[config.mk]
export PLATFORM = sky130hd
export DESIGN_NAME = uart_periph
export DESIGN_NICKNAME = d
export VERILOG_FILES = /design/src/source/uart_pkg.sv /design/src/source/uart_fifo.sv /design/src/source/uart_tx.sv /design/src/source/uart_rx.sv /design/src/source/uart_periph.sv
export VERILOG_INCLUDE_DIRS = /design/src /design/src/source
export SDC_FILE = /design/constraint.sdc
export NUM_CORES = 1
export LEC_CHECK = 0
export ABC_AREA = 1
export BUFFER_PORTS_ARGS = -buffer_cell sky130_fd_sc_hd__buf_2
export CAP_MARGIN = 15
export CORE_ASPECT_RATIO = 1.75
export CORE_UTILIZATION = 55
export DETAILED_ROUTE_END_ITERATION = 10
export PLACE_DENSITY = 0.69
export SLEW_MARGIN = 20
export SYNTH_ARGS = -nofsm -noshare
export SYNTH_HDL_FRONTEND = slang
export SYNTH_SLANG_ARGS = --single-unit
[constraint.sdc]
create_clock -name msoc_clk -period 3.33 [get_ports msoc_clk]
set_input_delay 0.666 -clock msoc_clk [delete_from_list [all_inputs] [get_ports msoc_clk]]
set_output_delay 0.666 -clock msoc_clk [all_outputs]
set_load 0.05 [all_outputs]
[src/source/uart_defs.svh]
`ifndef UART_DEFS_SVH
`define UART_DEFS_SVH

// APB bus geometry
`define UART_DW           32
`define UART_AW           5

// FIFO sizing, count needs one bit more than the pointer
`define UART_FIFO_DEPTH   16
`define UART_CNT_W        5

// bit-time divisor in clock cycles
`define UART_BAUD_W       16
`define UART_BAUD_DEFAULT 16'd54

// register byte offsets
`define UART_REG_TXDATA   5'h00
`define UART_REG_RXDATA   5'h04
`define UART_REG_RXPOP    5'h08
`define UART_REG_BAUD     5'h0C
`define UART_REG_COUNT    5'h10

`endif

[src/source/uart_pkg.sv]
package uart_pkg;

`include "uart_defs.svh"

   typedef logic [7:0] uart_byte_t;                // one serial character
   typedef logic [`UART_CNT_W-1:0] fifo_cnt_t;     // 0 to UART_FIFO_DEPTH
   typedef logic [`UART_BAUD_W-1:0] baud_t;        // cycles per bit

   // transmit sequencer
   typedef enum logic [1:0]
   {
      UTX_IDLE,
      UTX_POP,
      UTX_START,
      UTX_BUSY
   } utx_state_e;

   // register map, values are the byte offsets
   typedef enum logic [`UART_AW-1:0]
   {
      REG_TXDATA = `UART_REG_TXDATA,
      REG_RXDATA = `UART_REG_RXDATA,
      REG_RXPOP  = `UART_REG_RXPOP,
      REG_BAUD   = `UART_REG_BAUD,
      REG_COUNT  = `UART_REG_COUNT
   } uart_reg_e;

endpackage

[src/source/uart_fifo.sv]
`timescale 1ns/1ps

`include "uart_defs.svh"

module uart_fifo
   import uart_pkg::*;
#(
   parameter int WIDTH = 8
)
(
   input  logic             msoc_clk,
   input  logic             rstn,
   input  logic             push_i,
   input  logic [WIDTH-1:0] data_i,
   input  logic             pop_i,
   output logic [WIDTH-1:0] data_o,
   output fifo_cnt_t        count_o,
   output logic             full_o,
   output logic             empty_o
);

   localparam int PTR_W = $clog2(`UART_FIFO_DEPTH);

   logic [WIDTH-1:0] mem [`UART_FIFO_DEPTH];
   logic [PTR_W-1:0] wr_ptr_q;
   logic [PTR_W-1:0] rd_ptr_q;
   fifo_cnt_t        count_q;
   logic             do_push;
   logic             do_pop;

   assign full_o  = (count_q == fifo_cnt_t'(`UART_FIFO_DEPTH));
   assign empty_o = (count_q == '0);
   assign do_push = push_i & ~full_o;
   assign do_pop  = pop_i & ~empty_o;

   assign data_o  = mem[rd_ptr_q];                  // head, fall-through
   assign count_o = count_q;

   always_ff @(posedge msoc_clk)
   begin
      if (do_push)
         mem[wr_ptr_q] <= data_i;
   end

   always_ff @(posedge msoc_clk or negedge rstn)
   begin
      if (!rstn)
      begin
         wr_ptr_q <= '0;
         rd_ptr_q <= '0;
         count_q  <= '0;
      end
      else
      begin
         if (do_push)
            wr_ptr_q <= wr_ptr_q + 1'b1;            // wraps at depth
         if (do_pop)
            rd_ptr_q <= rd_ptr_q + 1'b1;
         case ({do_push, do_pop})
            2'b10:   count_q <= count_q + 1'b1;
            2'b01:   count_q <= count_q - 1'b1;
            default: count_q <= count_q;
         endcase
      end
   end

endmodule

[src/source/uart_tx.sv]
`timescale 1ns/1ps

module uart_tx
   import uart_pkg::*;
(
   input  logic       msoc_clk,
   input  logic       rstn,
   input  baud_t      baud_i,
   input  logic       fifo_empty_i,
   input  uart_byte_t fifo_data_i,
   output logic       fifo_pop_o,
   output logic       tx_o
);

   utx_state_e state_q;
   utx_state_e state_d;
   uart_byte_t byte_q;
   logic [9:0] shift_q;                             // {stop, data, start}
   baud_t      bit_tmr_q;
   logic [3:0] bit_cnt_q;
   logic       bit_end;

   assign bit_end    = (state_q == UTX_BUSY) && (bit_tmr_q == baud_i - baud_t'(1));
   assign fifo_pop_o = (state_q == UTX_POP);
   assign tx_o       = shift_q[0];

   always_comb
   begin
      state_d = state_q;
      case (state_q)
         UTX_IDLE:
            if (!fifo_empty_i)
               state_d = UTX_POP;
         UTX_POP:
            state_d = UTX_START;
         UTX_START:
            state_d = UTX_BUSY;
         UTX_BUSY:
            if (bit_end && (bit_cnt_q == 4'd9))     // end of stop bit
               state_d = UTX_IDLE;
         default:
            state_d = UTX_IDLE;
      endcase
   end

   always_ff @(posedge msoc_clk)
   begin
      if (state_q == UTX_POP)
         byte_q <= fifo_data_i;                     // head popped this cycle
   end

   always_ff @(posedge msoc_clk or negedge rstn)
   begin
      if (!rstn)
      begin
         state_q   <= UTX_IDLE;
         shift_q   <= '1;                           // line idles high
         bit_tmr_q <= '0;
         bit_cnt_q <= '0;
      end
      else
      begin
         state_q <= state_d;
         if (state_q == UTX_START)
         begin
            shift_q   <= {1'b1, byte_q, 1'b0};
            bit_tmr_q <= '0;
            bit_cnt_q <= '0;
         end
         else if (bit_end)
         begin
            shift_q   <= {1'b1, shift_q[9:1]};      // lsb first, fill with idle
            bit_tmr_q <= '0;
            bit_cnt_q <= bit_cnt_q + 1'b1;
         end
         else if (state_q == UTX_BUSY)
            bit_tmr_q <= bit_tmr_q + 1'b1;
      end
   end

endmodule

[src/source/uart_rx.sv]
`timescale 1ns/1ps

module uart_rx
   import uart_pkg::*;
(
   input  logic       msoc_clk,
   input  logic       rstn,
   input  logic       rx_i,
   input  baud_t      baud_i,
   output logic       valid_o,
   output uart_byte_t byte_o,
   output logic       frame_err_o
);

   logic [1:0] sync_q;
   logic [2:0] hist_q;                              // last three synced samples
   logic       maj;
   logic       maj_q;
   logic       busy_q;
   baud_t      tmr_q;
   baud_t      tmr_end;
   logic [3:0] bit_cnt_q;                           // 0 start, 1..8 data, 9 stop
   logic       sample;
   uart_byte_t shift_q;
   logic       err_q;
   logic       valid_q;

   assign maj = (hist_q[0] & hist_q[1]) | (hist_q[0] & hist_q[2]) | (hist_q[1] & hist_q[2]);

   // first sample lands mid start bit, then one full bit apart
   assign tmr_end = (bit_cnt_q == 4'd0) ? (baud_i >> 1) - baud_t'(1) : baud_i - baud_t'(1);
   assign sample  = busy_q && (tmr_q == tmr_end);

   assign valid_o     = valid_q;
   assign byte_o      = shift_q;
   assign frame_err_o = err_q;

   always_ff @(posedge msoc_clk)
   begin
      if (sample && (bit_cnt_q >= 4'd1) && (bit_cnt_q <= 4'd8))
         shift_q <= {maj, shift_q[7:1]};
      if (sample && (bit_cnt_q == 4'd9))
         err_q <= ~maj;                             // stop bit must be high
   end

   always_ff @(posedge msoc_clk or negedge rstn)
   begin
      if (!rstn)
      begin
         sync_q    <= 2'b11;
         hist_q    <= 3'b111;
         maj_q     <= 1'b1;
         busy_q    <= 1'b0;
         tmr_q     <= '0;
         bit_cnt_q <= '0;
         valid_q   <= 1'b0;
      end
      else
      begin
         sync_q  <= {sync_q[0], rx_i};
         hist_q  <= {hist_q[1:0], sync_q[1]};
         maj_q   <= maj;
         valid_q <= 1'b0;
         if (!busy_q)
         begin
            if (maj_q && !maj)                      // falling edge, start bit
            begin
               busy_q    <= 1'b1;
               tmr_q     <= '0;
               bit_cnt_q <= '0;
            end
         end
         else if (sample)
         begin
            tmr_q     <= '0;
            bit_cnt_q <= bit_cnt_q + 1'b1;
            if ((bit_cnt_q == 4'd0) && maj)
               busy_q <= 1'b0;                      // glitch, not a start bit
            else if (bit_cnt_q == 4'd9)
            begin
               busy_q  <= 1'b0;
               valid_q <= 1'b1;                     // push follows stop sample
            end
         end
         else
            tmr_q <= tmr_q + 1'b1;
      end
   end

endmodule

[src/source/uart_periph.sv]
`timescale 1ns/1ps

`include "uart_defs.svh"

module uart_periph
   import uart_pkg::*;
(
   input  logic                msoc_clk,
   input  logic                rstn,
   input  logic [`UART_AW-1:0] paddr_i,
   input  logic                psel_i,
   input  logic                penable_i,
   input  logic                pwrite_i,
   input  logic [`UART_DW-1:0] pwdata_i,
   output logic [`UART_DW-1:0] prdata_o,
   output logic                pready_o,
   output logic                pslverr_o,
   input  logic                uart_rx_i,
   output logic                uart_tx_o,
   output logic                uart_irq_o
);

   uart_reg_e  reg_sel;
   logic       access;
   logic       wr_access;
   logic       reg_hit;
   logic       tx_push;
   logic       rx_pop;
   baud_t      baud_q;
   logic       irq_q;

   uart_byte_t tx_head;
   fifo_cnt_t  tx_cnt;
   logic       tx_full;
   logic       tx_empty;
   logic       tx_pop;

   logic [8:0] rx_head;                            // {frame error, byte}
   fifo_cnt_t  rx_cnt;
   logic       rx_full;
   logic       rx_empty;
   logic       rx_valid;
   uart_byte_t rx_byte;
   logic       rx_err;

   assign reg_sel   = uart_reg_e'(paddr_i);
   assign access    = psel_i & penable_i;          // no wait states
   assign wr_access = access & pwrite_i;
   assign pready_o  = 1'b1;

   assign tx_push = wr_access && (reg_sel == REG_TXDATA);
   assign rx_pop  = wr_access && (reg_sel == REG_RXPOP);

   // read word and address decode
   always_comb
   begin
      prdata_o = '0;
      reg_hit  = 1'b1;
      case (reg_sel)
         REG_TXDATA, REG_RXPOP:
            prdata_o = '0;                          // write-only strobes
         REG_RXDATA:
            prdata_o[11:0] = {rx_full, tx_full, rx_empty, rx_head};
         REG_BAUD:
            prdata_o[`UART_BAUD_W-1:0] = baud_q;
         REG_COUNT:
         begin
            prdata_o[8 +: `UART_CNT_W] = tx_cnt;
            prdata_o[0 +: `UART_CNT_W] = rx_cnt;
         end
         default:
            reg_hit = 1'b0;
      endcase
   end

   // unmapped, push into full tx FIFO, pop from empty rx FIFO
   assign pslverr_o = access & (~reg_hit | (tx_push & tx_full) | (rx_pop & rx_empty));

   always_ff @(posedge msoc_clk or negedge rstn)
   begin
      if (!rstn)
      begin
         baud_q <= `UART_BAUD_DEFAULT;
         irq_q  <= 1'b0;
      end
      else
      begin
         irq_q <= ~rx_empty;                        // one cycle behind the FIFO flag
         if (wr_access && (reg_sel == REG_BAUD))
            baud_q <= pwdata_i[`UART_BAUD_W-1:0];
      end
   end

   assign uart_irq_o = irq_q;

   uart_fifo #(.WIDTH(8)) u_tx_fifo (
      .msoc_clk (msoc_clk),
      .rstn     (rstn),
      .push_i   (tx_push),
      .data_i   (pwdata_i[7:0]),
      .pop_i    (tx_pop),
      .data_o   (tx_head),
      .count_o  (tx_cnt),
      .full_o   (tx_full),
      .empty_o  (tx_empty)
   );

   uart_fifo #(.WIDTH(9)) u_rx_fifo (
      .msoc_clk (msoc_clk),
      .rstn     (rstn),
      .push_i   (rx_valid),                         // lost when full
      .data_i   ({rx_err, rx_byte}),
      .pop_i    (rx_pop),
      .data_o   (rx_head),
      .count_o  (rx_cnt),
      .full_o   (rx_full),
      .empty_o  (rx_empty)
   );

   uart_tx u_tx (
      .msoc_clk     (msoc_clk),
      .rstn         (rstn),
      .baud_i       (baud_q),
      .fifo_empty_i (tx_empty),
      .fifo_data_i  (tx_head),
      .fifo_pop_o   (tx_pop),
      .tx_o         (uart_tx_o)
   );

   uart_rx u_rx (
      .msoc_clk    (msoc_clk),
      .rstn        (rstn),
      .rx_i        (uart_rx_i),
      .baud_i      (baud_q),
      .valid_o     (rx_valid),
      .byte_o      (rx_byte),
      .frame_err_o (rx_err)
   );

endmodule

==> metrics <==
Die ar. 0.0347 mm2; H-tree Lvls 2; critical path arrival between 2 and 3 ns; vias per cell 5.77; commonest non-fill, non-tap cell in the layout nand2_1; distinct cell type count after synthesis 56; Syn. warnings 0; gr usage total 0.279; TritonCTS clock tree built; clock latency on the worst-skew pair 0.55 ns; die width 141 um; initial antenna violation count 0; final std cells w/o fill 2344; r2r setup slk 0.21 ns; pre-CTS setup slack 0.187 ns; leakage power 8.09 nW; Initial DRT Pass Iterations 5; FMAX 307 MHz; Reg clk slew, reported paths ~0.07 ns; Final Hold Viols 0; DP Cell Count 2278; RSZ-0062 raised after global routing false; dominant cells by area after synthesis edfxtp_1 47%, dfrtp_1 11%, nand2_1 6.4%; Worst Setup SP u_rx_fifo.rd_ptr_q[0]; WL final 47000 um; synth-to-layout area growth 11.4%; simple-gate portion of the synthesized area 0.191; first-pass GRT wire length 72300 um; kind of critical path flip-flop to output port; Max-Cap Viols 0; syn_area_per_cell around 10 um2; Power per Cell Area slightly above 600 mW/mm2; top cell type's share of synthesized area 0.465; Critical Path Fanout Max 46; fraction of layout instances using a drive strength above 1 0.138; combinational family with the most area after synthesis simple AND/OR/NAND/NOR gates; Synth Instances 1797; row count 88; CP Capture Type output port; Critical R2R Launch baud_q[1]; Slew Viols, Final 0; clock tree root buffer cell clkbuf_16; HPWL Detailed 31700 um; CP startpoint kind flip-flop; DR iter-0 viols between 1000 and 1500; residual DRC count 0; count of final setup violators 0; commonest non-fill, non-tap cells in the layout 317 x nand2_1, 289 x edfxtp_1, 246 x nor2_1; deepest clock path buffer count 3; Slew headroom 0.322; cell taking the most area after synthesis edfxtp_1; post-synthesis xor/xnor area fraction 0.0188; largest net degree at the start of global routing 76; Die Y approximately 250 um; hold slack final 0.161 ns; Final min period 3.26 ns; final instance area 0.0208 mm2; post-CTS setup repair buffer count 0; total CTS buffers 36; Antenna Violating Nets Remaining 0; Fillers 2684; diodes inserted 0; Peak supply drop around 0.39 mV; Seq/Total Area, Yosys 0.604; drt wl/cell 20.0 um; Worst-Margin Slew between 1 and 1.5 ns; Congestion Overflow GR 0; post-synthesis compound-gate area fraction 0.100; HP Class primary input to asynchronous set/reset pin; Layout Nets 1944; Fin Setup TNS 0 ns; WP data required 2.66 ns; RD Place Congestion 0.980; adder-cell share of the synthesized area 0.0236; clk sink count 391; Final WS setup 0.0685 ns; via count 13500; clk_skew between 0.015 and 0.02 ns; Post-Syn Area 0.0186 mm2; PortBufs between 40 and 50; core area 0.0331 mm2; vias in the first global route approximately 13000; status finished, final reports clean; dpl cell area 0.0195 mm2; Starting Density 0.563; number of I/O pins 79; post-synthesis mux area share 0.0113; Seq cells post-synth 391; period utilization 0.979
[path summary, 6_finish.rpt]
kind,end,cells past startpoint
worst max-delay path,prdata_o[1],9
worst max register to register,u_rx.byte_o[7],16
worst min register to register,u_rx.hist_q[0],0
min in group msoc_clk,u_rx.sync_q[0],1
max in group asynchronous,u_tx.shift_q[6],2
worst min-delay path,u_rx.tmr_q[8],1
[power breakdown]
part	internal (W)	switching (W)	leakage, nW
sequential	0.00556	0.000435	3.81
combinational	0.000993	0.00186	3.73
clock	0.00227	0.00179	0.551
total	0.00882	0.00408	8.09
[worst max-delay path, cell delays in order (launching register included)]
cell	delay, ns
dfrtp_2	0.48
inv_4	0.15
buf_12	0.23
o21ai_0	0.10
o221ai_1	0.24
nand3_1	0.19
nand2_1	0.11
nand2_1	0.05
o221ai_1	0.15
buf_2	0.34
[kinds of logic (layout without fill, tap and decap cells)]
| group | count (synthesis) | in the layout |
|---|---|---|
| adder cells (fa/ha/maj) | 34 | 34 |
| AND/OR/NAND/NOR | 789 | 789 |
| multiplexers | 21 | 21 |
| XOR/XNOR | 40 | 40 |
| AO/OA/AOI/OAI | 300 | 300 |
| flip-flops | 391 | 391 |
| buffers and inverters | 220 | 302 |
| other | 2 | 17 |
[synth_stat cells, drive strengths merged]
library cell / instances
o221ai: 53
nor2: 275
o32ai: 9
mux2i: 21
and3b: 1
and2: 3
conb: 2
a21o: 1
a32o: 4
nand4: 15
dfrtp: 83
o211ai: 17
or2: 4
o21a: 1
nor4: 3
and3: 3
o31ai: 1
a21oi: 42
inv: 132
nand3: 134
xor2: 35
o22ai: 13
nor3b: 3
nor3: 13
edfxtp: 289
clkbuf: 55
o21bai: 1
dfstp: 19
nand2: 334
a21boi: 1
nand3b: 1
ha: 32
clkinv: 5
buf: 28
o21ai: 157
fa: 2
xnor2: 5
[through the flow]
step / power, W / utilization
3_3_place_gp: 0.00882 / 0.590
5_1_grt: 0.0135 / 0.627
6_report: 0.0129 / 0.627
2_1_floorplan: 0.00800 / -
3_5_place_dp: 0.00890 / 0.590
4_1_cts: 0.0129 / 0.624
[metal layers]
| metal | wire length (um) | global-route usage | vias to the layer above |
|---|---|---|---|
| met5 | 0 | 0 | - |
| met4 | 3060 | 0.181 | 0 |
| met3 | 2750 | 0.0442 | 139 |
| met2 | 24700 | 0.499 | 507 |
| met1 | 16500 | 0.307 | 6533 |
| li1 | - | - | 6351 |
[layout make-up]
cell class,count,area [um2],share of cell area
Clock buffer,48,988,0.0476
Clock inverter,17,159,0.00765
Inverter,137,519,0.0250
Multi-Input combinational cell,1201,6520,0.314
Sequential cell,391,11300,0.542
Tap cell,450,563,0.0271
Timing Repair Buffer,100,758,0.0365
[flip-flops by register name, summed over array words and instances (netlist names), 2 cells and up]
register            count
u_rx_fifo.mem         144
u_tx_fifo.mem         128
baud_q                 16
u_rx.tmr_q             16
u_tx.bit_tmr_q         16
u_tx.shift_q            9
u_rx.byte_o             8
u_tx.byte_q             8
u_rx_fifo.count_o       5
u_tx_fifo.count_o       5
u_rx.bit_cnt_q          4
u_rx_fifo.rd_ptr_q      4
u_rx_fifo.wr_ptr_q      4
u_tx.bit_cnt_q          4
u_tx_fifo.rd_ptr_q      4
u_tx_fifo.wr_ptr_q      4
u_rx.hist_q             3
u_rx.sync_q             2
u_tx.state_q            2
[what timing repair did]
| action | 4_1_cts | 5_1_grt |
|---|---|---|
| gates resized for setup | 2 | 22 |
| hold buffers | 0 | 0 |
| cloned | 0 | 1 |
| endpoints found under the setup margin | 7 | 14 |
Power figures use the tool's default switching activity.
